File: config.mk
export PLATFORM = sky130hd
export DESIGN_NAME = pi1_router
export DESIGN_NICKNAME = d
export VERILOG_FILES = /design/src/pi1_pkg.sv /design/src/pi1_router.sv
export SDC_FILE = /design/constraint.sdc
export NUM_CORES = 1
export LEC_CHECK = 0
export ABC_AREA = 1
export BUFFER_PORTS_ARGS = -buffer_cell sky130_fd_sc_hd__buf_2
export CORE_AREA = 2 2 159 161
export DETAILED_ROUTE_END_ITERATION = 10
export DIE_AREA = 0 0 161 163
export MAX_ROUTING_LAYER = met4
export SLEW_MARGIN = 30
export SYNTH_ARGS = -nofsm -noshare
export SYNTH_HDL_FRONTEND = slang
export SYNTH_SLANG_ARGS = --single-unit
File: constraint.sdc
create_clock -name vclk -period 1.35
set_input_delay 0.0675 -clock vclk [all_inputs]
set_output_delay 0.0675 -clock vclk [all_outputs]
set_load 0.01 [all_outputs]
File: src/pi1_pkg.sv
/* PI1 bus types, operation codes and the word-addressed memory map
   shared by the router and all slaves */
package pi1_pkg;

	localparam int PI1_DATA_W = 32;
	localparam int PI1_ADDR_W = 30; // word address
	localparam int PI1_SEL_W  = 4;

	typedef enum logic [1:0] {
		OP_NOP = 2'd0,
		OP_WR  = 2'd1,
		OP_RD  = 2'd2,
		OP_RW  = 2'd3 // returns the old word and writes the selected bytes
	} pi1_op_t;

	typedef struct packed {
		pi1_op_t               op;
		logic [PI1_ADDR_W-1:0] addr;
		logic [PI1_DATA_W-1:0] data;
		logic [PI1_SEL_W-1:0]  sel;
	} pi1_req_t;

	typedef struct packed {
		logic [PI1_DATA_W-1:0] data;
		logic                  rdy;
	} pi1_rsp_t;

	// ####################
	localparam int SLV_N     = 3;
	localparam int SLV_RAM   = 0;
	localparam int SLV_DEV   = 1;
	localparam int SLV_INT   = 2;
	localparam int RAM_WORDS = 1024;

	localparam logic [SLV_N-1:0][PI1_ADDR_W-1:0] SLV_BASE = {
		PI1_ADDR_W'(1088), PI1_ADDR_W'(1024), PI1_ADDR_W'(0)};
	localparam logic [SLV_N-1:0][PI1_ADDR_W-1:0] SLV_SIZE = {
		PI1_ADDR_W'(64), PI1_ADDR_W'(64), PI1_ADDR_W'(RAM_WORDS)};

	localparam int INT_SRC_N                  = 4;
	localparam logic [PI1_DATA_W-1:0] INT_NONE = '1;
	localparam int RST_CYCLES                 = 16;
	localparam int DEVTBL_RST_IDX             = 8; // reset command register

endpackage
File: src/pi1_router.sv
/* single master, no arbitration; a request outside every mapped region goes
   to the built-in default slave, which answers at once with zero */
`timescale 1ns/1ps

module pi1_router (
	input  logic                                   clk_w,
	input  logic                                   rst_p,
	input  pi1_pkg::pi1_req_t                      m_req_i,
	output pi1_pkg::pi1_rsp_t                      m_rsp_o,
	output pi1_pkg::pi1_req_t [pi1_pkg::SLV_N-1:0] s_req_o,
	input  pi1_pkg::pi1_rsp_t [pi1_pkg::SLV_N-1:0] s_rsp_i
);
	import pi1_pkg::*;

	localparam int IDX_W = $clog2(SLV_N);

	logic [SLV_N-1:0] hit;
	logic [IDX_W-1:0] cur_idx;
	logic             cur_vld;
	logic             dflt_sel;

	// #################### address decode
	always_comb begin
		hit = '0;
		for (int i = 0; i < SLV_N; i++) begin
			hit[i] = (m_req_i.addr >= SLV_BASE[i]) &&
				(m_req_i.addr < SLV_BASE[i] + SLV_SIZE[i]);
		end
	end

	always_comb begin
		cur_idx = '0;
		for (int i = SLV_N - 1; i >= 0; i--) begin
			if (hit[i])
				cur_idx = IDX_W'(i);
		end
	end

	assign cur_vld  = |hit;
	assign dflt_sel = (m_req_i.op != OP_NOP) && !cur_vld;

	always_comb begin
		for (int i = 0; i < SLV_N; i++) begin
			s_req_o[i] = m_req_i;
			if (!hit[i])
				s_req_o[i].op = OP_NOP; // only the addressed slave sees the request
		end
	end

	// #################### response path
	always_comb begin
		m_rsp_o = '0;
		if (dflt_sel)
			m_rsp_o.rdy = 1'b1; // default slave drops writes and reads zero
		else if (cur_vld)
			m_rsp_o = s_rsp_i[cur_idx];
	end

endmodule

# Word-level counts from Yosys, hierarchy flattened
# Cells that the tools add are included.
[op_classes] reduce_logical=7 muxes=11 magnitude_cmp=7
[ops] op="less-than comparator 30 x 11 -> 1 bit (second input constant)" count=3
[ops] op="binary-select mux 33 bit (select 2 bit)" count=1
[ops] op="two-way mux 33 bit" count=2
[ops] op="greater-or-equal comparator 30 x 11 -> 1 bit (second input constant)" count=2
[ops] op="two-way mux 32 bit" count=1
[ops] op="greater-or-equal comparator 30 x 1 -> 1 bit (second input constant)" count=1
[ops] op="two-way mux 2 bit" count=6
[ops] op="logical AND 1 bit" count=4
[ops] op="less-than comparator 2 x 3 -> 1 bit (second input constant)" count=1
[ops] op="OR reduction 3 bit" count=1
[ops] op="nonzero test 2 bit" count=1
[ops] op="logical NOT 1 bit" count=1
[ops] op="two-way mux 1 bit" count=1
[totals] in_bits=169 ff_bits=0 elab_cells=25

# Depth between registers and ports, before layout
[depth] word_depth=9 depth_mapped=11 depth_no_buf=10

# Least setup slack after synthesis
# No wires, ideal clock.
[synth_path] path_type="input port to output port" start="input port m_req_i[55] (netlist bit)" end="output port m_rsp_o[14] (netlist bit)" stages=11 t_arrival_ns=1.090 setup_slack_ns=0.192 t_required_ns=1.283 cell_sequence="nor2_1 > nand2_1 > nor2_2 > nand2_2 > inv_2 > nand3_2 > buf_6 > buf_6 > nand3_2 > nand2_1 > inv_1"
[synth_rtl] item="from (decl)" line="pi1_router.sv:8" text="input pi1_pkg::pi1_req_t m_req_i,"
[synth_rtl] item="to (decl)" line="pi1_router.sv:9" text="output pi1_pkg::pi1_rsp_t m_rsp_o,"

==> results.md <==
* CP Capture Type: output port
* Status: finished, violations left
* Drt drc at 0
* Area grow syn2layout at 30.8%
* Fill cell count at 2857
* Core area at 0.0247 mm²
* Worst-margin pin slew at 0.405 ns
* Gpl congestion at 0.754
* Setup violators final at 33
* Unrepaired setup endpoints after global routing: true
* Yosys warning total at 0
* Pre-antenna DRT Iters at 4
* Vias at 2980
* Crit-path slowest cell: clkbuf_16
* Chip height at 163 µm
* Total grt overflow at 0
* Most common cell on crit path: nor2_4
* CP arrival at 1.46 ns
* Clock buffer count at 0
* Fraction of layout cells with a size suffix above 1 at 0.615
* Number of inserted diodes at 0
* P_leak at 2.24 nW
* Failing checks: setup timing
* Final non-filler cell total at 883
* Final worst setup slack at -0.173 ns
* Post-DP Area at 0.00311 mm²
* Cts-stage hold buffer count at 0
* Worst path max stage delay at 0.17 ns
* Routed vias/inst at 3.37
* Commonest non-fill, non-tap cell in the layout: buf_2
* WL/cell at 12.3 µm
* Startpoint types: primary input
* Initial DRC count at 104
* Syn nets at 668
* Routed Antenna Nets at 0
* Die ar. at 0.0262 mm²
* Cell count of the worst hold path at 0
* Yosys cell types at 16
* Worst Path Class, Setup: primary input to output port
* Number of placed I/O pins at 406
* Post-Syn Instances at 499
* Area share of the largest cell type after synthesis at 0.526
* Crit-path cells: buf_8, nor2_4, nand2_2, nor2_4, nand2_4, inv_4, nand3_4, buf_12, clkbuf_16, nor2_4, nor2_1, nand2_1, inv_1, buf_2
* Max Slew Vio Count at 0
* Multi-input logic area at 0.00136 mm²
* Register area share after synthesis at 0
* Yosys top cell by area: buf_4
* Synth Cell Area at 0.00283 mm²
* Design area at 0.00369 mm²
* Initial antenna violation count at 0
* Max Cap Violations at 0
* P per Cell Area at 160 mW/mm²
* Slew headroom at 0.727
* First-pass GRT wire length at 15.0 mm
* Largest net degree at the start of global routing at 40
* Post-DP HPWL at 8.29 mm
* Row count at 58
* VDD IR max at 85.7 µV
* Number of global-route vias before repair at 2773
* Mapped Avg Cell Area at 5.66 µm²
* Final Critical Period at 1.52 ns
* Worst EP required at 1.28 ns
* Dpl cells at 876
* Final Hold Vio Count at 0
* Final Cycle Share at 1.13
* Hold Crit Class: primary input to output port
* WL final at 10.8 mm
* Most frequent cells in the layout: buf_2, nand2_1, nor2_1, nand3_1, inv_1
* Num sequential at 0
* Initial Util at 0.115
* CP max FO at 7
* Die W at 161 µm
* Sum of negative setup slack at -3.64 ns
* FMAX at 657 MHz
* Largest cells by area after synthesis: buf_4, nor2_1, nand2_1
* Sequential Area at 0 µm²
* All-Layer GR Usage at 0.0743
* Port Buf Inserts at 236
* Nets at 724
* Fin util at 0.150
## cells in the mapped netlist
library cell and count:
buf_4 198, nor2_1 85, nand2_1 79, nand3_1 57
inv_1 39, nand3_2 13, buf_2 12, buf_6 3
a21oi_1 2, buf_1 2, clkbuf_1 2, inv_2 2
nor2_2 2, nand2_2 1, nor2_4 1, o21ai_0 1
## report_power, final
part,switching [mW],leakage (nW),internal (mW)
clock network,0,0,0
logic,0.279,2.24,0.310
registers,0,0,0
## kinds of logic (layout without fill, tap and decap cells)
kind of cell / count (synthesis) / in the layout / share of synthesized area
AO/OA/AOI/OAI: 3 / 3 / 0.00531
buffers and inverters: 258 / 312 / 0.619
AND/OR/NAND/NOR: 238 / 238 / 0.376
## worst paths after layout
path,from,end
worst min-delay path,m_req_i[25],s_req_o[93]
worst max-delay path,m_req_i[60],m_rsp_o[10]
## layout make-up
class,instances,area share
inverter,41,0.0423
timing repair buffer,271,0.477
tap,330,0.112
multi-input combinational,241,0.368
## layer usage
| layer | global-route usage | share of wire | routed length (µm) |
|---|---|---|---|
| met1 | 0.0820 | 0.38 | 4080 |
| met2 | 0.125 | 0.48 | 5190 |
| met3 | 0.0191 | 0.093 | 1010 |
| met4 | 0.0353 | 0.052 | 567 |
| met5 | - | 0 | 0 |
## stage by stage
stage                     worst slack, ns  power (mW)  hold slack, ns
after floorplan                     0.192       0.679           0.227
after CTS                          -0.177       0.553           0.135
final                              -0.173       0.590           0.135
after global placement             -0.279       0.508           0.135
after global routing               -0.275       0.640           0.135
after detailed placement           -0.277       0.511           0.135
## repair_timing
action / 4_1_cts / 5_1_grt
gates cloned: 3 / 1
buffers inserted: 3 / 1
pin swaps: 6 / 14
hold endpoints to repair: 0 / 0
setup endpoints to repair: 37 / 38
resized for setup: 57 / 59
## critical path, delay by kind of cell
family / cells / cell delay (ns)
buffers and inverters: 6 / 0.66
AND/OR/NAND/NOR: 8 / 0.71
No activity file was read; power rests on OpenSTA's default activity.
