--- src/pi1_pkg.sv ---
/* PI1 bus types, operation codes and the word-addressed memory map
   shared by the router and all slaves */
package pi1_pkg;

	localparam int PI1_DATA_W = 32;
	localparam int PI1_ADDR_W = 30; // word address
	localparam int PI1_SEL_W  = 4;

	typedef enum logic [1:0] {
		OP_NOP = 2'd0,
		OP_WR  = 2'd1,
		OP_RD  = 2'd2,
		OP_RW  = 2'd3 // returns the old word and writes the selected bytes
	} pi1_op_t;

	typedef struct packed {
		pi1_op_t               op;
		logic [PI1_ADDR_W-1:0] addr;
		logic [PI1_DATA_W-1:0] data;
		logic [PI1_SEL_W-1:0]  sel;
	} pi1_req_t;

	typedef struct packed {
		logic [PI1_DATA_W-1:0] data;
		logic                  rdy;
	} pi1_rsp_t;

	// ####################
	localparam int SLV_N     = 3;
	localparam int SLV_RAM   = 0;
	localparam int SLV_DEV   = 1;
	localparam int SLV_INT   = 2;
	localparam int RAM_WORDS = 1024;

	localparam logic [SLV_N-1:0][PI1_ADDR_W-1:0] SLV_BASE = {
		PI1_ADDR_W'(1088), PI1_ADDR_W'(1024), PI1_ADDR_W'(0)};
	localparam logic [SLV_N-1:0][PI1_ADDR_W-1:0] SLV_SIZE = {
		PI1_ADDR_W'(64), PI1_ADDR_W'(64), PI1_ADDR_W'(RAM_WORDS)};

	localparam int INT_SRC_N                  = 4;
	localparam logic [PI1_DATA_W-1:0] INT_NONE = '1;
	localparam int RST_CYCLES                 = 16;
	localparam int DEVTBL_RST_IDX             = 8; // reset command register

endpackage
--- src/rst_ctrl.sv ---
/* swrst_i is {rst1, rst0} as a one-cycle pulse; rst1 restarts the hold count
   and rst0 alone latches power-off until the external reset */
`timescale 1ns/1ps

module rst_ctrl (
	input  logic       clk_w,
	input  logic       rst_p,
	input  logic [1:0] swrst_i,
	output logic       sys_rst_o
);
	import pi1_pkg::*;

	localparam int CNT_W = $clog2(RST_CYCLES + 1);

	logic [CNT_W-1:0] cnt_q;
	logic             pwroff_q;
	logic             reload;
	logic             pwroff_cmd;

	assign reload     = swrst_i[1];        // warm or cold reset
	assign pwroff_cmd = (swrst_i == 2'b01);

	always_ff @(posedge clk_w) begin
		if (rst_p) begin
			cnt_q    <= CNT_W'(RST_CYCLES);
			pwroff_q <= 1'b0;
		end else begin
			if (reload)
				cnt_q <= CNT_W'(RST_CYCLES);
			else if (cnt_q != '0)
				cnt_q <= cnt_q - 1'b1;
			if (pwroff_cmd)
				pwroff_q <= 1'b1; // held until rst_p
		end
	end

	assign sys_rst_o = rst_p || pwroff_q || (cnt_q != '0);

endmodule

--- config.mk ---
export PLATFORM = sky130hd
export DESIGN_NAME = rst_ctrl
export DESIGN_NICKNAME = d
export VERILOG_FILES = /design/src/pi1_pkg.sv /design/src/rst_ctrl.sv
export SDC_FILE = /design/constraint.sdc
export NUM_CORES = 1
export LEC_CHECK = 0
export BUFFER_PORTS_ARGS = -buffer_cell sky130_fd_sc_hd__buf_4
export CORE_AREA = 10 10 47 49
export DETAILED_ROUTE_END_ITERATION = 8
export DIE_AREA = 0 0 57 59
export PLACE_DENSITY_LB_ADDON = 0.15
export REMOVE_ABC_BUFFERS = 1
export SLEW_MARGIN = 20
export SYNTH_ARGS = -nofsm -noshare
export SYNTH_HDL_FRONTEND = slang
export SYNTH_SLANG_ARGS = --single-unit
--- constraint.sdc ---
create_clock -name clk_w -period 2.2 [get_ports clk_w]
set_clock_uncertainty 0.05 [all_clocks]
set_input_delay 0 -clock clk_w [delete_from_list [all_inputs] [get_ports clk_w]]
set_output_delay 0 -clock clk_w [all_outputs]
set_load 0.03 [all_outputs]
# After elaboration in Yosys (flattened, before gate mapping)
# Cells that the tools add are included.
[classes]
n_reduce_logical = 4
n_eq_ne = 1
add_sub_neg = 1
[ops]
columns = ["operator", "n"]
rows = [
  ["5-bit nonzero test", 1],
  ["5-bit by 1-bit subtractor with 5-bit output (second input constant)", 1],
  ["2-bit by 1-bit == test with 1-bit output (second input constant)", 1],
  ["1-bit logical OR", 2],
  ["2-bit OR reduction", 1],
]
[word_totals]
word_cells = 8
regBits = 6
out_inout_bits = 1
inputBits = 4

# Depth between registers and ports, before layout
[depth]
ltp_word = 2
depth_mapped = 5
ltp_nobuf = 5

# Worst setup path after synthesis
# No wires, ideal clock.
[synth_timing]
kind = "flip-flop to output port"
from = "register cnt_q[0]"
to = "output port sys_rst_o"
path_buffers = 0
setup_slack_ns = 0.666
arrival_time_ns = 1.484
path_stages_with_launch = 5
required_time_ns = 2.150
cell_sequence = "dfxtp_1 inv_1 ha_1 or4b_4 or3_1"
[synth_via]
elab_chain_len = 2
[synth_rtl]
columns = ["element", "line", "text"]
rows = [
  ["start, declared", "rst_ctrl.sv:15", "logic [CNT_W-1:0] cnt_q;"],
  ["start signal, assigned", "rst_ctrl.sv:25", "cnt_q <= CNT_W'(RST_CYCLES);"],
  ["start signal, assigned", "rst_ctrl.sv:29", "cnt_q <= CNT_W'(RST_CYCLES);"],
  ["start signal, assigned", "rst_ctrl.sv:31", "cnt_q <= cnt_q - 1'b1;"],
  ["5-bit nonzero test", "rst_ctrl.sv:37", "assign sys_rst_o = rst_p || pwroff_q || (cnt_q != '0);"],
  ["1-bit logical OR", "rst_ctrl.sv:37", ""],
  ["end, declared", "rst_ctrl.sv:9", "output logic sys_rst_o"],
]
# No other way between the ends.

# Final worst setup path
# Ends and elaborated chain as after synthesis.

==> impl_metrics.py <==
metrics = {
    "worst_setup_path": {
        "r2r_setup_slack_ps": 610,
        "reg2reg_depth": 4,
        "critPathMaxFanout": 5,
        "endpoint_kind": "output pin",
        "crit_required_ps": 2150,
        "arrival_ps": 1820,
        "reg2reg_to": "cnt_q[1]",
        "setup.worst_path.start_class": "register",
        "path_class": "reg -> out",
        "reg2reg_from": "cnt_q[0]",
    },
    "logic_synthesis": {
        "synth-seq-area-share": 0.429,
        "ys_types": 13,
        "synth_xor_area_frac": 0.0938,
        "syn_area_um2": 280,
        "synth_top_family_by_area": "simple AND/OR/NAND/NOR gates",
        "synth_compound_area_frac": 0.0714,
        "synth_mux_area_frac": 0.0357,
        "synthSimpleGateAreaFrac": 0.241,
        "synthCells": 30,
        "synth_area_per_cell_um2": 9.34,
        "ys_ff_latch": 6,
        "yosysWarnings": 0,
        "synth-adder-area-share": 0.0893,
    },
    "global_route": {
        "grt_antenna_before_repair": 0,
        "grt_pass1_vias": 237,
        "grt.total_usage": 0.0367,
        "overflow": 0,
        "grt_first_pass_wirelength_um": 938,
        "grt_max_degree": 6,
    },
    "timing": {
        "tightest_slew_ps": 252,
        "hold_viol": 0,
        "setup_ws_ps": 327,
        "fin_crit_ps": 1870,
        "slew_headroom": 0.832,
        "hold-worst-slack_ps": 410,
        "timing.final.crit_share": 0.851,
        "rsz0062_at_grt": "false",
        "fin_setup_tns_ps": 0,
        "slew_viol_final": 0,
        "setup_viol_count_final": 0,
        "clock.fmax_mhz": 534,
    },
    "final_layout": {
        "fillers": 159,
        "n_antenna_cell": 0,
        "layout-drive-gt1-share": 0.244,
        "area_delta_synth_final_pct": 39.3,
        "nets": 49,
        "final_util": 0.279,
    },
    "detailed_routing": {
        "vias": 226,
        "avgViaCountPerCell": 3.96,
        "initialDrtViolationCount": 3,
        "drc": 0,
        "final_antenna_net_count": 0,
        "routed_wl_um": 511,
        "first_pass_iters": 3,
        "wl_per_cell_um": 8.96,
    },
    "floorplanning": {
        "num_rows": 14,
        "core_mm2": 0.00140,
        "pin_count": 5,
        "dieArea_mm2": 0.00336,
        "initial_core_util": 0.200,
        "die_w_um": 57,
        "die_h_um": 59,
    },
    "clock_network": {
        "htreeDepth": 1,
        "cts_tree": "done",
        "clock_latency_ps": 240,
        "clockRootBuffer": "clkbuf_4",
        "cts.path.max_buffers": 2,
        "ctsResizeCount": 0,
        "clk_pin_slew_worst_paths_ps": 40,
        "cts_buffers": 3,
        "cts.sinks": 6,
    },
    "run_status": {
        "status": "completed",
    },
    "placed_design": {
        "port_buffers": 4,
        "dp_hpwl_um": 399,
        "pre_cts_slack_ps": 581,
        "place.gp.congestion": 0.654,
    },
    "power_and_ir_drop": {
        "ir_drop_mv": 0.236,
        "p_leak_nw": 0.162,
        "p_per_area_mw_per_mm2": 730,
    },
    "worst_hold_path": {
        "hp-class": "reg -> reg",
        "hold_path_startpoint": "pwroff_q",
        "holdPathEnd": "pwroff_q",
        "min_path_cells": 2,
    },
    "flow_run": {
        "max_cap_viol_count": 0,
    },
}
## where the power goes
group / internal (mW) / switching (mW) / leakage (nW)
clock network: 0.0616 / 0.0377 / 0.0138
logic: 0.0339 / 0.0251 / 0.0983
registers: 0.119 / 0.00781 / 0.0496
## flip-flops by register name, indices dropped and copies added (netlist names)
register	cells
pwroff_q	1
cnt_q	5
## cell usage in the layout (no fill, tap or decap), drive strengths merged
| master | Yosys | layout |
|---|---|---|
| or4b | 1 | 1 |
| ha | 2 | 2 |
| clkbuf | 0 | 3 |
| nor3b | 1 | 1 |
| dfxtp | 6 | 6 |
| nor3 | 2 | 2 |
| dlygate4sd3 | 0 | 3 |
| buf | 0 | 5 |
| xnor2 | 3 | 3 |
| nor2 | 6 | 6 |
| mux2i | 1 | 1 |
| inv | 3 | 3 |
| a21oi | 1 | 1 |
| nand2 | 2 | 2 |
| or3 | 1 | 1 |
| a2111oi | 1 | 1 |
## cell families (layout without fill, tap and decap cells)
| logic type | after synthesis | in the layout |
|---|---|---|
| flip-flops | 6 | 6 |
| buffers and inverters | 3 | 14 |
| adder cells (fa/ha/maj) | 2 | 2 |
| multiplexers | 1 | 1 |
| XOR/XNOR | 3 | 3 |
| AO/OA/AOI/OAI | 2 | 2 |
| AND/OR/NAND/NOR | 13 | 13 |
## cell usage after synthesis, drive strengths merged
cell	instances	area (um^2)
dfxtp	6	120
nor2	6	22.5
inv	3	11.3
xnor2	3	26.3
ha	2	25.0
nand2	2	7.51
nor3	2	10.0
a2111oi	1	15.0
a21oi	1	5.00
mux2i	1	10.0
nor3b	1	7.51
or3	1	6.26
or4b	1	13.8
## layout make-up
type                    count  area, um^2  share of cell area
repair buffers              8        67.6               0.173
multi-input cells          21         149               0.381
flip-flops and latches      6         120               0.308
clock buffers               3        22.5              0.0577
inverters                   3        11.3              0.0288
well taps                  16        20.0              0.0513
## worst max-delay path, stage by stage (launching register included)
cell,delay (ps)
dfxtp_1,320
inv_1,80
ha_1,160
or4b_4,510
or3_1,330
buf_4,180
## layer usage
metal | vias to the layer above | global-route usage | routed length (um)
met5 | - | 0 | 0
met3 | 2 | 0.0172 | 32
met2 | 5 | 0.0481 | 232
met1 | 98 | 0.0368 | 237
li1 | 121 | - | -
met4 | 0 | 0.0503 | 8
## worst max-delay path by stage
stage / start / endpoint / slack [ps] / cells past startpoint
finish: cnt_q[0] / sys_rst_o / 330 / 5
global placement: cnt_q[0] / sys_rst_o / 590 / 5
floorplan: cnt_q[0] / sys_rst_o / 670 / 4
global route: cnt_q[0] / sys_rst_o / 220 / 5
CTS: cnt_q[0] / cnt_q[1] / 70 / 5
detailed placement: cnt_q[0] / sys_rst_o / 580 / 5
## stage by stage
| step | area, um^2 | cells | power [mW] |
|---|---|---|---|
| after floorplan | 280 | 30 | 0.168 |
| after global placement | 330 | 50 | 0.183 |
| after detailed placement | 330 | 50 | 0.182 |
| after CTS | 393 | 57 | 0.294 |
| after global routing | 390 | 57 | 0.307 |
| final | 390 | 57 | 0.285 |
## repair_timing
action | 4_1_cts | 5_1_grt
setup buffers | 0 | 1
hold endpoints to repair | 4 | 0
hold buffers | 4 | 0
endpoints found under the setup margin | 0 | 1
No activity file was read; power rests on OpenSTA's default activity.
