File: config.mk
export PLATFORM = sky130hd
export DESIGN_NAME = devtbl
export DESIGN_NICKNAME = d
export VERILOG_FILES = /design/src/pi1_pkg.sv /design/src/devtbl.sv
export SDC_FILE = /design/constraint.sdc
export NUM_CORES = 1
export LEC_CHECK = 0
export ABC_AREA = 1
export BUFFER_PORTS_ARGS = -buffer_cell sky130_fd_sc_hd__buf_2
export CAP_MARGIN = 20
export CORE_ASPECT_RATIO = 0.6
export CORE_MARGIN = 1
export CORE_UTILIZATION = 37
export DETAILED_ROUTE_END_ITERATION = 8
export HOLD_SLACK_MARGIN = 0.02
export PLACE_DENSITY_LB_ADDON = 0.3
export SYNTH_ARGS = -nofsm -noshare
export SYNTH_HDL_FRONTEND = slang
export SYNTH_SLANG_ARGS = --single-unit
File: constraint.sdc
create_clock -name clk_w -period 2.3 [get_ports clk_w]
set_input_delay 0 -clock clk_w [delete_from_list [all_inputs] [get_ports clk_w]]
set_output_delay 0 -clock clk_w [all_outputs]
set_load 0.02 [all_outputs]
File: src/pi1_pkg.sv
/* PI1 bus types, operation codes and the word-addressed memory map
   shared by the router and all slaves */
package pi1_pkg;

	localparam int PI1_DATA_W = 32;
	localparam int PI1_ADDR_W = 30; // word address
	localparam int PI1_SEL_W  = 4;

	typedef enum logic [1:0] {
		OP_NOP = 2'd0,
		OP_WR  = 2'd1,
		OP_RD  = 2'd2,
		OP_RW  = 2'd3 // returns the old word and writes the selected bytes
	} pi1_op_t;

	typedef struct packed {
		pi1_op_t               op;
		logic [PI1_ADDR_W-1:0] addr;
		logic [PI1_DATA_W-1:0] data;
		logic [PI1_SEL_W-1:0]  sel;
	} pi1_req_t;

	typedef struct packed {
		logic [PI1_DATA_W-1:0] data;
		logic                  rdy;
	} pi1_rsp_t;

	// ####################
	localparam int SLV_N     = 3;
	localparam int SLV_RAM   = 0;
	localparam int SLV_DEV   = 1;
	localparam int SLV_INT   = 2;
	localparam int RAM_WORDS = 1024;

	localparam logic [SLV_N-1:0][PI1_ADDR_W-1:0] SLV_BASE = {
		PI1_ADDR_W'(1088), PI1_ADDR_W'(1024), PI1_ADDR_W'(0)};
	localparam logic [SLV_N-1:0][PI1_ADDR_W-1:0] SLV_SIZE = {
		PI1_ADDR_W'(64), PI1_ADDR_W'(64), PI1_ADDR_W'(RAM_WORDS)};

	localparam int INT_SRC_N                  = 4;
	localparam logic [PI1_DATA_W-1:0] INT_NONE = '1;
	localparam int RST_CYCLES                 = 16;
	localparam int DEVTBL_RST_IDX             = 8; // reset command register

endpackage
File: src/devtbl.sv
/* sizes are reported in bytes; only byte 0 of a command write counts and
   swrst_o pulses for the one cycle after the completing edge */
`timescale 1ns/1ps

module devtbl (
	input  logic              clk_w,
	input  logic              rst_p,
	input  pi1_pkg::pi1_req_t req_i,
	output pi1_pkg::pi1_rsp_t rsp_o,
	output logic [1:0]        swrst_o
);
	import pi1_pkg::*;

	logic [PI1_ADDR_W-1:0] off;
	logic [PI1_DATA_W-1:0] rd_val;
	logic [PI1_DATA_W-1:0] rd_q;
	logic [1:0]            cmd_q;
	logic [1:0]            swrst_q;
	logic                  rdy_q;
	logic                  cmd_wr;

	assign off    = req_i.addr - SLV_BASE[SLV_DEV];
	assign cmd_wr = rdy_q && req_i.sel[0] && (off == PI1_ADDR_W'(DEVTBL_RST_IDX)) &&
		((req_i.op == OP_WR) || (req_i.op == OP_RW));

	always_comb begin
		rd_val = '0;
		for (int i = 0; i < SLV_N; i++) begin
			if (off == PI1_ADDR_W'(i))
				rd_val = PI1_DATA_W'(SLV_SIZE[i]) << 2; // words to bytes
		end
		if (off == PI1_ADDR_W'(DEVTBL_RST_IDX))
			rd_val = PI1_DATA_W'(cmd_q);
	end

	always_ff @(posedge clk_w) begin
		if (rst_p) begin
			rdy_q   <= 1'b0;
			cmd_q   <= 2'b00;
			swrst_q <= 2'b00;
		end else begin
			rdy_q   <= (req_i.op != OP_NOP) && !rdy_q;
			swrst_q <= 2'b00;
			if (cmd_wr) begin
				cmd_q   <= req_i.data[1:0];
				swrst_q <= req_i.data[1:0];
			end
		end
	end

	always_ff @(posedge clk_w) begin
		if (!rdy_q)
			rd_q <= rd_val;
	end

	assign rsp_o.data = rd_q;
	assign rsp_o.rdy  = rdy_q;
	assign swrst_o    = swrst_q;

endmodule

# Yosys cells after proc, flatten, opt, wreduce, memory -nomap -nowiden
# Cells that the tools add are included.
# W data, S select, Z words.
dict set report totals {
  ff_bits 18
  in_bits 70
  out_inout_bits 35
  wordCells 27
}
dict set report op_classes {
  n_addsub 1
  eq_ne 5
  n_mux 4
  n_bitwise 1
  reduce_logical 10
}
# cell n
set ops {}
lappend ops {{$eq A30 B1 Y1 const B} 1}
lappend ops {{$eq A30 B2 Y1 const B} 1}
lappend ops {{$eq A30 B4 Y1 const B} 1}
lappend ops {{$logic_not A30 Y1} 1}
lappend ops {{$sub A30 B11 Y30 const B} 1}
lappend ops {{$mux W9} 2}
lappend ops {{$mux W13} 1}
lappend ops {{$logic_and A1 B1 Y1} 4}
lappend ops {{$reduce_or A3 Y1} 1}
lappend ops {{$eq A2 B1 Y1 const B} 1}
lappend ops {{$eq A2 B2 Y1 const B} 1}
lappend ops {{$mux W2} 1}
lappend ops {{$reduce_bool A2 Y1} 1}
lappend ops {{$reduce_or A2 Y1} 1}
lappend ops {{$logic_not A1 Y1} 1}
lappend ops {{$logic_or A1 B1 Y1} 1}
lappend ops {{$not A1 Y1} 1}

# Logic depth before layout (Yosys ltp)
# Gate-level depths: netlist of run 1.
dict set report logic_depth {
  depth_word 6
  depth_mapped 13
}

# Least setup slack after synthesis of run 1
# Ideal clock, no wire load.
dict set report synth_timing {
  path_kind {input to register}
  start {in req_i[61] (netlist bit)}
  end {reg cmd_q[0]}
  setup_time_ns 0.115
  arrival_time_ns 1.017
  setup_slack_ns 1.168
  stages 11
  path_buffers 0
  cell_sequence {or2_2 -> nor2_1 -> nand3_1 -> nand2_1 -> nand3_2 -> nor2_2 -> nand4_2 -> inv_1 -> nand2_1 -> nand2_1 -> nand2_1}
}
dict set report synth_between {
  elab_chain_cells 4
}
# item line
set synth_lines {}
lappend synth_lines {{from (decl)} devtbl.sv:8} ;# input pi1_pkg::pi1_req_t req_i,
lappend synth_lines {{$sub A30 B11 Y30} devtbl.sv:22} ;# assign off = req_i.addr - SLV_BASE[SLV_DEV];
lappend synth_lines {{$eq A30 B4 Y1} devtbl.sv:23} ;# assign cmd_wr = rdy_q && req_i.sel[0] && (off == PI1_ADDR_W'(DEVTBL_RST_IDX)) &&
lappend synth_lines {{$logic_and A1 B1 Y1 (2 in series)} devtbl.sv:23}
lappend synth_lines {{to (signal assigned)} devtbl.sv:45} ;# cmd_q <= req_i.data[1:0];
lappend synth_lines {{to (decl)} devtbl.sv:17} ;# logic [1:0] cmd_q;
# Every way passes these cells.
# A chain may end at the register's enable or synchronous reset.

# Final worst setup path of run 1
dict set report layout_timing {
  start {in req_i[50] (netlist bit)}
  end {reg cmd_q[1]}
}
# Same word-level chain as after synthesis.

==> flow_metrics.py, run 1 <==
metrics = {
    "cells_and_area": {
        "final_nets": 273,
        "drive_above_1_share": 0.2970,
        "insertedDiodeCount": 0,
        "mostFrequentLayoutCells": "sky130_fd_sc_hd__buf_2 (43), sky130_fd_sc_hd__nand2_1 (34), sky130_fd_sc_hd__nor2_1 (30)",
        "syn2layout_area_growth_pct": 20.80,
        "most_common_library_cell_in_the_layout_ignoring_fill_and_taps": "sky130_fd_sc_hd__buf_2",
    },
    "global_route": {
        "grt_antenna_before_repair": 0,
        "grt_pass1_wl_mm": 3.042,
        "largest_net_degree_at_the_start_of_global_routing": 6,
        "via_count_of_the_first_global_routing_pass": 721,
        "globalRouteOverflowTotal": 0,
        "grtUsageTotal": 0.1454,
    },
    "logic_synthesis": {
        "postSynthCellCount": 155,
        "yosys_warnings": 0,
        "netlist_area_um2": 968.4,
        "synth_top_cell_area_share": 0.2248,
        "postSynthRegisterBits": 9,
        "synth_seq_area_share": 0.2274,
        "synth_cell_type_count": 18,
        "synthesis.area_per_instance_um2": 6.248,
        "synth.largest_area_cell": "sky130_fd_sc_hd__buf_4",
        "synth.top_cells.by_area": "sky130_fd_sc_hd__buf_4 (22%), sky130_fd_sc_hd__nand2_1 (13%), sky130_fd_sc_hd__edfxtp_1 (12%)",
    },
    "worst_setup_path": {
        "critPathMaxFanout": 4,
        "critical-path-top-cell-by-count": "sky130_fd_sc_hd__nand2_1",
        "rr_worst_depth": 4,
        "crit_path_cell_trace": "buf_2 -> nor2_1 -> nand2_1 -> nor2_4 -> nand3_1 -> nand2_1 -> nand3_2 -> nor2_2 -> nand4_2 -> nor2_2 -> nand3_1 -> nand2_1",
        "worstPathArrival_ns": 1.37,
        "critical-path-slowest-cell": "sky130_fd_sc_hd__nor2_4",
        "crit_path_max_incr_delay_ns": 0.15,
        "worst_ep_required_time_ns": 2.49,
        "criticalPathCategory": "primary input to flip-flop",
        "endpoint_kind": "flip-flop",
        "start_kind": "primary input",
    },
    "timing": {
        "final-hold-violation-count": 0,
        "totalNegativeSetupSlack_ns": 0,
        "timing_max_transition_violations_final": 0,
        "finalSetupViolations": 0,
        "post_layout_min_period_ns": 1.187,
        "achievable-frequency_mhz": 842.5,
        "grt_setup_unrepaired": "no",
        "post-route-period-util": 0.5160,
        "maximum_clock_skew_at_final_layout_ns": 0.002907,
    },
    "place": {
        "io_buffer_count": 43,
        "globalplace.congestion": 0.7711,
        "place.detailed.hpwl_mm": 1.674,
    },
    "floorplanning": {
        "design.die.area_um2": 2833,
        "die_w_um": 68.05,
        "number_of_placement_rows": 13,
        "dieHeight_um": 41.63,
        "floorplan.initialDensity": 0.4193,
        "ios": 105,
        "coreArea_um2": 2310,
    },
    "drt": {
        "remaining_drc_errors": 0,
        "wire_per_inst_um": 8.319,
        "firstDrtPassIters": 4,
        "ant_nets": 0,
        "wirelength_mm": 1.930,
        "drt_iter0_markers": 28,
        "dr_total_vias": 938,
        "viasPerCell": 4.043,
    },
    "clock_tree": {
        "ctsRootBufferMaster": "sky130_fd_sc_hd__clkbuf_8",
        "clock_tree.htree_level_count": 1,
        "tritoncts.num_buffers": 3,
        "cts-root-to-sink-buffers": 2,
        "post-cts-setup-buffers": 0,
        "cts_repair_resize_count": 0,
        "cts_tree": "done",
        "worst_setup_hold_path_clk_slew_ns": 0.05,
        "cts_num_sinks": 9,
        "post_cts_hold_buffer_count": 2,
        "clkLatencyLatePin_ns": 0.24,
    },
    "hold_path": {
        "timing.hold.worst.class": "primary input to flip-flop",
        "timing.hold.worst_path_depth": 3,
    },
    "run": {
        "cap_viol_max_count": 0,
    },
    "pwr": {
        "power_per_cell_area_nw_per_um2": 429.2,
        "max-vdd-ir-drop_mv": 0.2533,
        "power_leakage_nw": 0.6580,
        "design_power_total_mw": 0.5021,
    },
    "status": {
        "status": "finished, final reports clean",
    },
}
[sequential cells by signal, indices dropped and copies added, names as in the netlist]
name	cells
rdy_q	1
rd_q	4
cmd_q	2
swrst_o	2
[path summary, 6_finish.rpt]
kind | startpoint | end | slack (ns)
max | req_i[50] | cmd_q[1] | 1.11
min | req_i[67] | rdy_q | 0.03
max reg2reg | rdy_q | cmd_q[1] | 1.40
min reg2reg | rdy_q | rdy_q | 0.49
[metal layers]
layer / global-route usage / wire length, um
met5: 0 / 0
met3: 0.06044 / 218
met1: 0.2104 / 982
met4: 0.03750 / 19
met2: 0.1941 / 710
[power by group]
part	internal (mW)	switching, mW
clock network	0.121	0.0709
registers	0.173	0.00227
logic	0.0431	0.0914
total	0.338	0.165
[area by class of cell]
| type | count | area (um2) |
|---|---|---|
| tap | 30 | 37.54 |
| multi-input combinational | 125 | 560.5 |
| fill | 256 | 1140 |
| sequential | 9 | 220.2 |
| inverter | 19 | 71.32 |
| clock buffer | 4 | 45.04 |
| timing repair buffer | 45 | 235.2 |
[cell families after synthesis]
kind of cell / count (synthesis) / share of synthesized area
other cells: 1 / 0.003872
flops: 9 / 0.2274
simple gates: 96 / 0.4612
xor+xnor: 1 / 0.009046
buf+inv: 48 / 0.2985
[synth_stat cells, drive strengths merged]
| library cell | number |
|---|---|
| nor2 | 38 |
| nand2 | 35 |
| buf | 29 |
| inv | 19 |
| nand3 | 13 |
| dfxtp | 5 |
| edfxtp | 4 |
| or2 | 4 |
| nor3 | 3 |
| nor4 | 2 |
| conb | 1 |
| nand4 | 1 |
| xnor2 | 1 |
[worst max-delay path, delay by kind of cell]
kind | cells | cell delay (ns)
AND/OR/NAND/NOR | 11 | 1.26
buffers and inverters | 1 | 0.11
[through the flow]
stage	worst slack, ns	cell area, um2	cells	hold slack [ns]	utilization
floorplan	1.168	1070	182	0.07679	-
global placement	0.8542	1105	226	0.2248	0.4783
detailed placement	0.8718	1105	226	0.2223	0.4783
CTS	1.124	1170	232	0.03425	0.5065
global route	0.9699	1170	232	0.05625	0.5065
finish	1.113	1170	232	0.02863	0.5065
Power figures use the tool's default switching activity.
==> run 2: changes to the inputs <==
--- a/config.mk
+++ b/config.mk
@@ -10,7 +10,7 @@
 export CAP_MARGIN = 20
 export CORE_ASPECT_RATIO = 0.6
 export CORE_MARGIN = 1
-export CORE_UTILIZATION = 37
+export CORE_UTILIZATION = 34
 export DETAILED_ROUTE_END_ITERATION = 8
 export HOLD_SLACK_MARGIN = 0.02
 export PLACE_DENSITY_LB_ADDON = 0.3
==> constraint.sdc (replaced) <==
create_clock -name clk_w -period 1.2 [get_ports clk_w]
set_input_delay 0 -clock clk_w [delete_from_list [all_inputs] [get_ports clk_w]]
set_output_delay 0 -clock clk_w [all_outputs]
set_load 0.02 [all_outputs]
==> run 2 against run 1 <==
  * Clock power up 83%
  * Sequential power up 92%
  * Combinational power up 140%
  * Global-route usage down 1.2 points
  * Register-to-register slack worse by 1.1 ns
  * Critical path type unchanged
  * Highest routed layer is now met3
==> flow_metrics.py, run 2 (synthesis results as in run 1) <==
metrics = {
    "status": {
        "status": "finished, final reports clean",
    },
    "cells_and_area": {
        "stdcell_count": 250,
        "most_common_library_cell_in_the_layout_ignoring_fill_and_taps": "sky130_fd_sc_hd__buf_2",
        "syn2layout_area_growth_pct": 49.10,
        "mostFrequentLayoutCells": "sky130_fd_sc_hd__buf_2 (37), sky130_fd_sc_hd__nand2_1 (29), sky130_fd_sc_hd__conb_1 (28)",
        "final_nets": 289,
        "insertedDiodeCount": 0,
        "register_name_with_the_most_flops": "rd_q",
        "largest_register_ff_count": 4,
        "drive_above_1_share": 0.4312,
        "final_design_area_no_fill_um2": 1444,
    },
    "drt": {
        "wire_per_inst_um": 8.660,
        "remaining_drc_errors": 0,
        "wirelength_mm": 2.165,
        "ant_nets": 0,
        "drt_iter0_markers": 47,
        "dr_total_vias": 1020,
        "viasPerCell": 4.080,
        "firstDrtPassIters": 8,
    },
    "global_route": {
        "largest_net_degree_at_the_start_of_global_routing": 6,
        "via_count_of_the_first_global_routing_pass": 798,
        "globalRouteOverflowTotal": 0,
        "grt_antenna_before_repair": 0,
        "grt_pass1_wl_mm": 3.187,
        "grtUsageTotal": 0.1337,
    },
    "worst_setup_path": {
        "critical_path.reg2reg.startpoint": "rdy_q",
        "start_kind": "primary input",
        "rr_worst_depth": 5,
        "endpoint_kind": "flip-flop",
        "worstPathArrival_ns": 1.32,
        "rrSetupSlack_ns": 0.29,
        "worstReg2RegEnd": "cmd_q[1]",
        "criticalPathCategory": "primary input to flip-flop",
        "worst_ep_required_time_ns": 1.38,
        "critPathMaxFanout": 4,
    },
    "place": {
        "postPlaceCellArea_um2": 1212,
        "placed_cells_incl_taps": 242,
        "io_buffer_count": 43,
        "globalplace.congestion": 0.7835,
        "detailedPlace.worstSlack_ns": -0.1984,
        "place.detailed.hpwl_mm": 1.718,
    },
    "pwr": {
        "power_leakage_nw": 0.7522,
        "max-vdd-ir-drop_mv": 0.3484,
        "power_per_cell_area_nw_per_um2": 703.8,
    },
    "run": {
        "cap_viol_max_count": 0,
    },
    "timing": {
        "grt_setup_unrepaired": "yes",
        "achievable-frequency_mhz": 876.2,
        "timing_max_transition_violations_final": 0,
        "post_layout_min_period_ns": 1.141,
        "totalNegativeSetupSlack_ns": 0,
        "final-hold-violation-count": 0,
        "fin_ws_ns": 0.05870,
        "post-route-period-util": 0.9511,
        "maximum_clock_skew_at_final_layout_ns": 0.003001,
        "finalSetupViolations": 0,
    },
    "clock_tree": {
        "clock_tree.htree_level_count": 1,
        "clkLatencyLatePin_ns": 0.23,
        "cts-root-to-sink-buffers": 2,
        "ctsRootBufferMaster": "sky130_fd_sc_hd__clkbuf_8",
        "tritoncts.num_buffers": 3,
        "cts_tree": "done",
        "cts_num_sinks": 9,
        "worst_setup_hold_path_clk_slew_ns": 0.05,
    },
    "floorplanning": {
        "die_w_um": 70.90,
        "floorplan.initialDensity": 0.3736,
        "ios": 105,
        "number_of_placement_rows": 14,
        "design.die.area_um2": 3073,
        "dieHeight_um": 43.34,
        "coreArea_um2": 2592,
    },
    "hold_path": {
        "timing.hold.worst_path_depth": 3,
        "hp-start": "req_i[66]",
        "timing.hold.worst.class": "primary input to flip-flop",
        "hold-path-endpoint": "rdy_q",
    },
}
run 2: changes by cell type in the layout (fill, tap and decap cells not counted), sizes merged:
cell / change
dlygate4sd3: +1
buf: +15
run 2: report_power, final:
| group | switching [mW] | leakage [nW] | internal, mW |
|---|---|---|---|
| registers | 0.00398 | 0.0847 | 0.332 |
| logic | 0.201 | 0.645 | 0.127 |
| clock network | 0.121 | 0.0228 | 0.232 |
run 2: metal layers:
layer	vias to the layer above	track usage	routed length (um)
met5	-	0	0
met4	0	0.02400	0
met3	0	0.05116	221
met2	63	0.1981	902
met1	414	0.1879	1041
li1	543	-	-
run 2: repair_timing:
action / in CTS / in global routing
gates resized for setup: 0 / 39
endpoints found under the setup margin: 0 / 8
hold buffers: 2 / 1
buffers inserted: 0 / 1
endpoints found under the hold margin: 3 / 2
run 2: area by class of cell:
type                            count  area [um2]
Fill cell                         255        1149
Multi-Input combinational cell    125       675.6
Timing Repair Buffer               61       391.6
Sequential cell                     9       220.2
Inverter                           19       71.32
Clock buffer                        4       45.04
Tap cell                           32       40.04
run 2: how the worst max path moves through the flow:
| stage | startpoint | to | slack, ns | cells past startpoint |
|---|---|---|---|---|
| global route | req_i[47] | cmd_q[1] | -0.04 | 12 |
| finish | req_i[47] | cmd_q[0] | 0.06 | 12 |
| CTS | req_i[50] | cmd_q[1] | 0.05 | 12 |
| global placement | req_i[49] | rd_q[12] | -0.18 | 10 |
| floorplan | req_i[61] | cmd_q[0] | 0.07 | 11 |
| detailed placement | req_i[50] | cmd_q[1] | -0.20 | 12 |
run 2: per-stage QoR:
stage	total power [mW]	hold WS (ns)	util
final	1.016	0.04661	0.5570
after detailed placement	0.6205	0.2326	0.4677
after floorplan	0.5730	0.07679	-
after global placement	0.6196	0.2295	0.4677
after CTS	0.9814	0.02186	0.4928
after global routing	1.072	0.08624	0.5570
run 2: worst max-delay path, cell delays in order:
cell,delay [ns]
sky130_fd_sc_hd__buf_4,0.12
sky130_fd_sc_hd__nor2_4,0.13
sky130_fd_sc_hd__nand2_2,0.08
sky130_fd_sc_hd__nor2_4,0.14
sky130_fd_sc_hd__nand3_2,0.09
sky130_fd_sc_hd__nand2_1,0.08
sky130_fd_sc_hd__nand3_2,0.08
sky130_fd_sc_hd__nor2_4,0.13
sky130_fd_sc_hd__nand4_4,0.15
sky130_fd_sc_hd__nor2_4,0.16
sky130_fd_sc_hd__nand3_2,0.10
sky130_fd_sc_hd__nand2_1,0.07
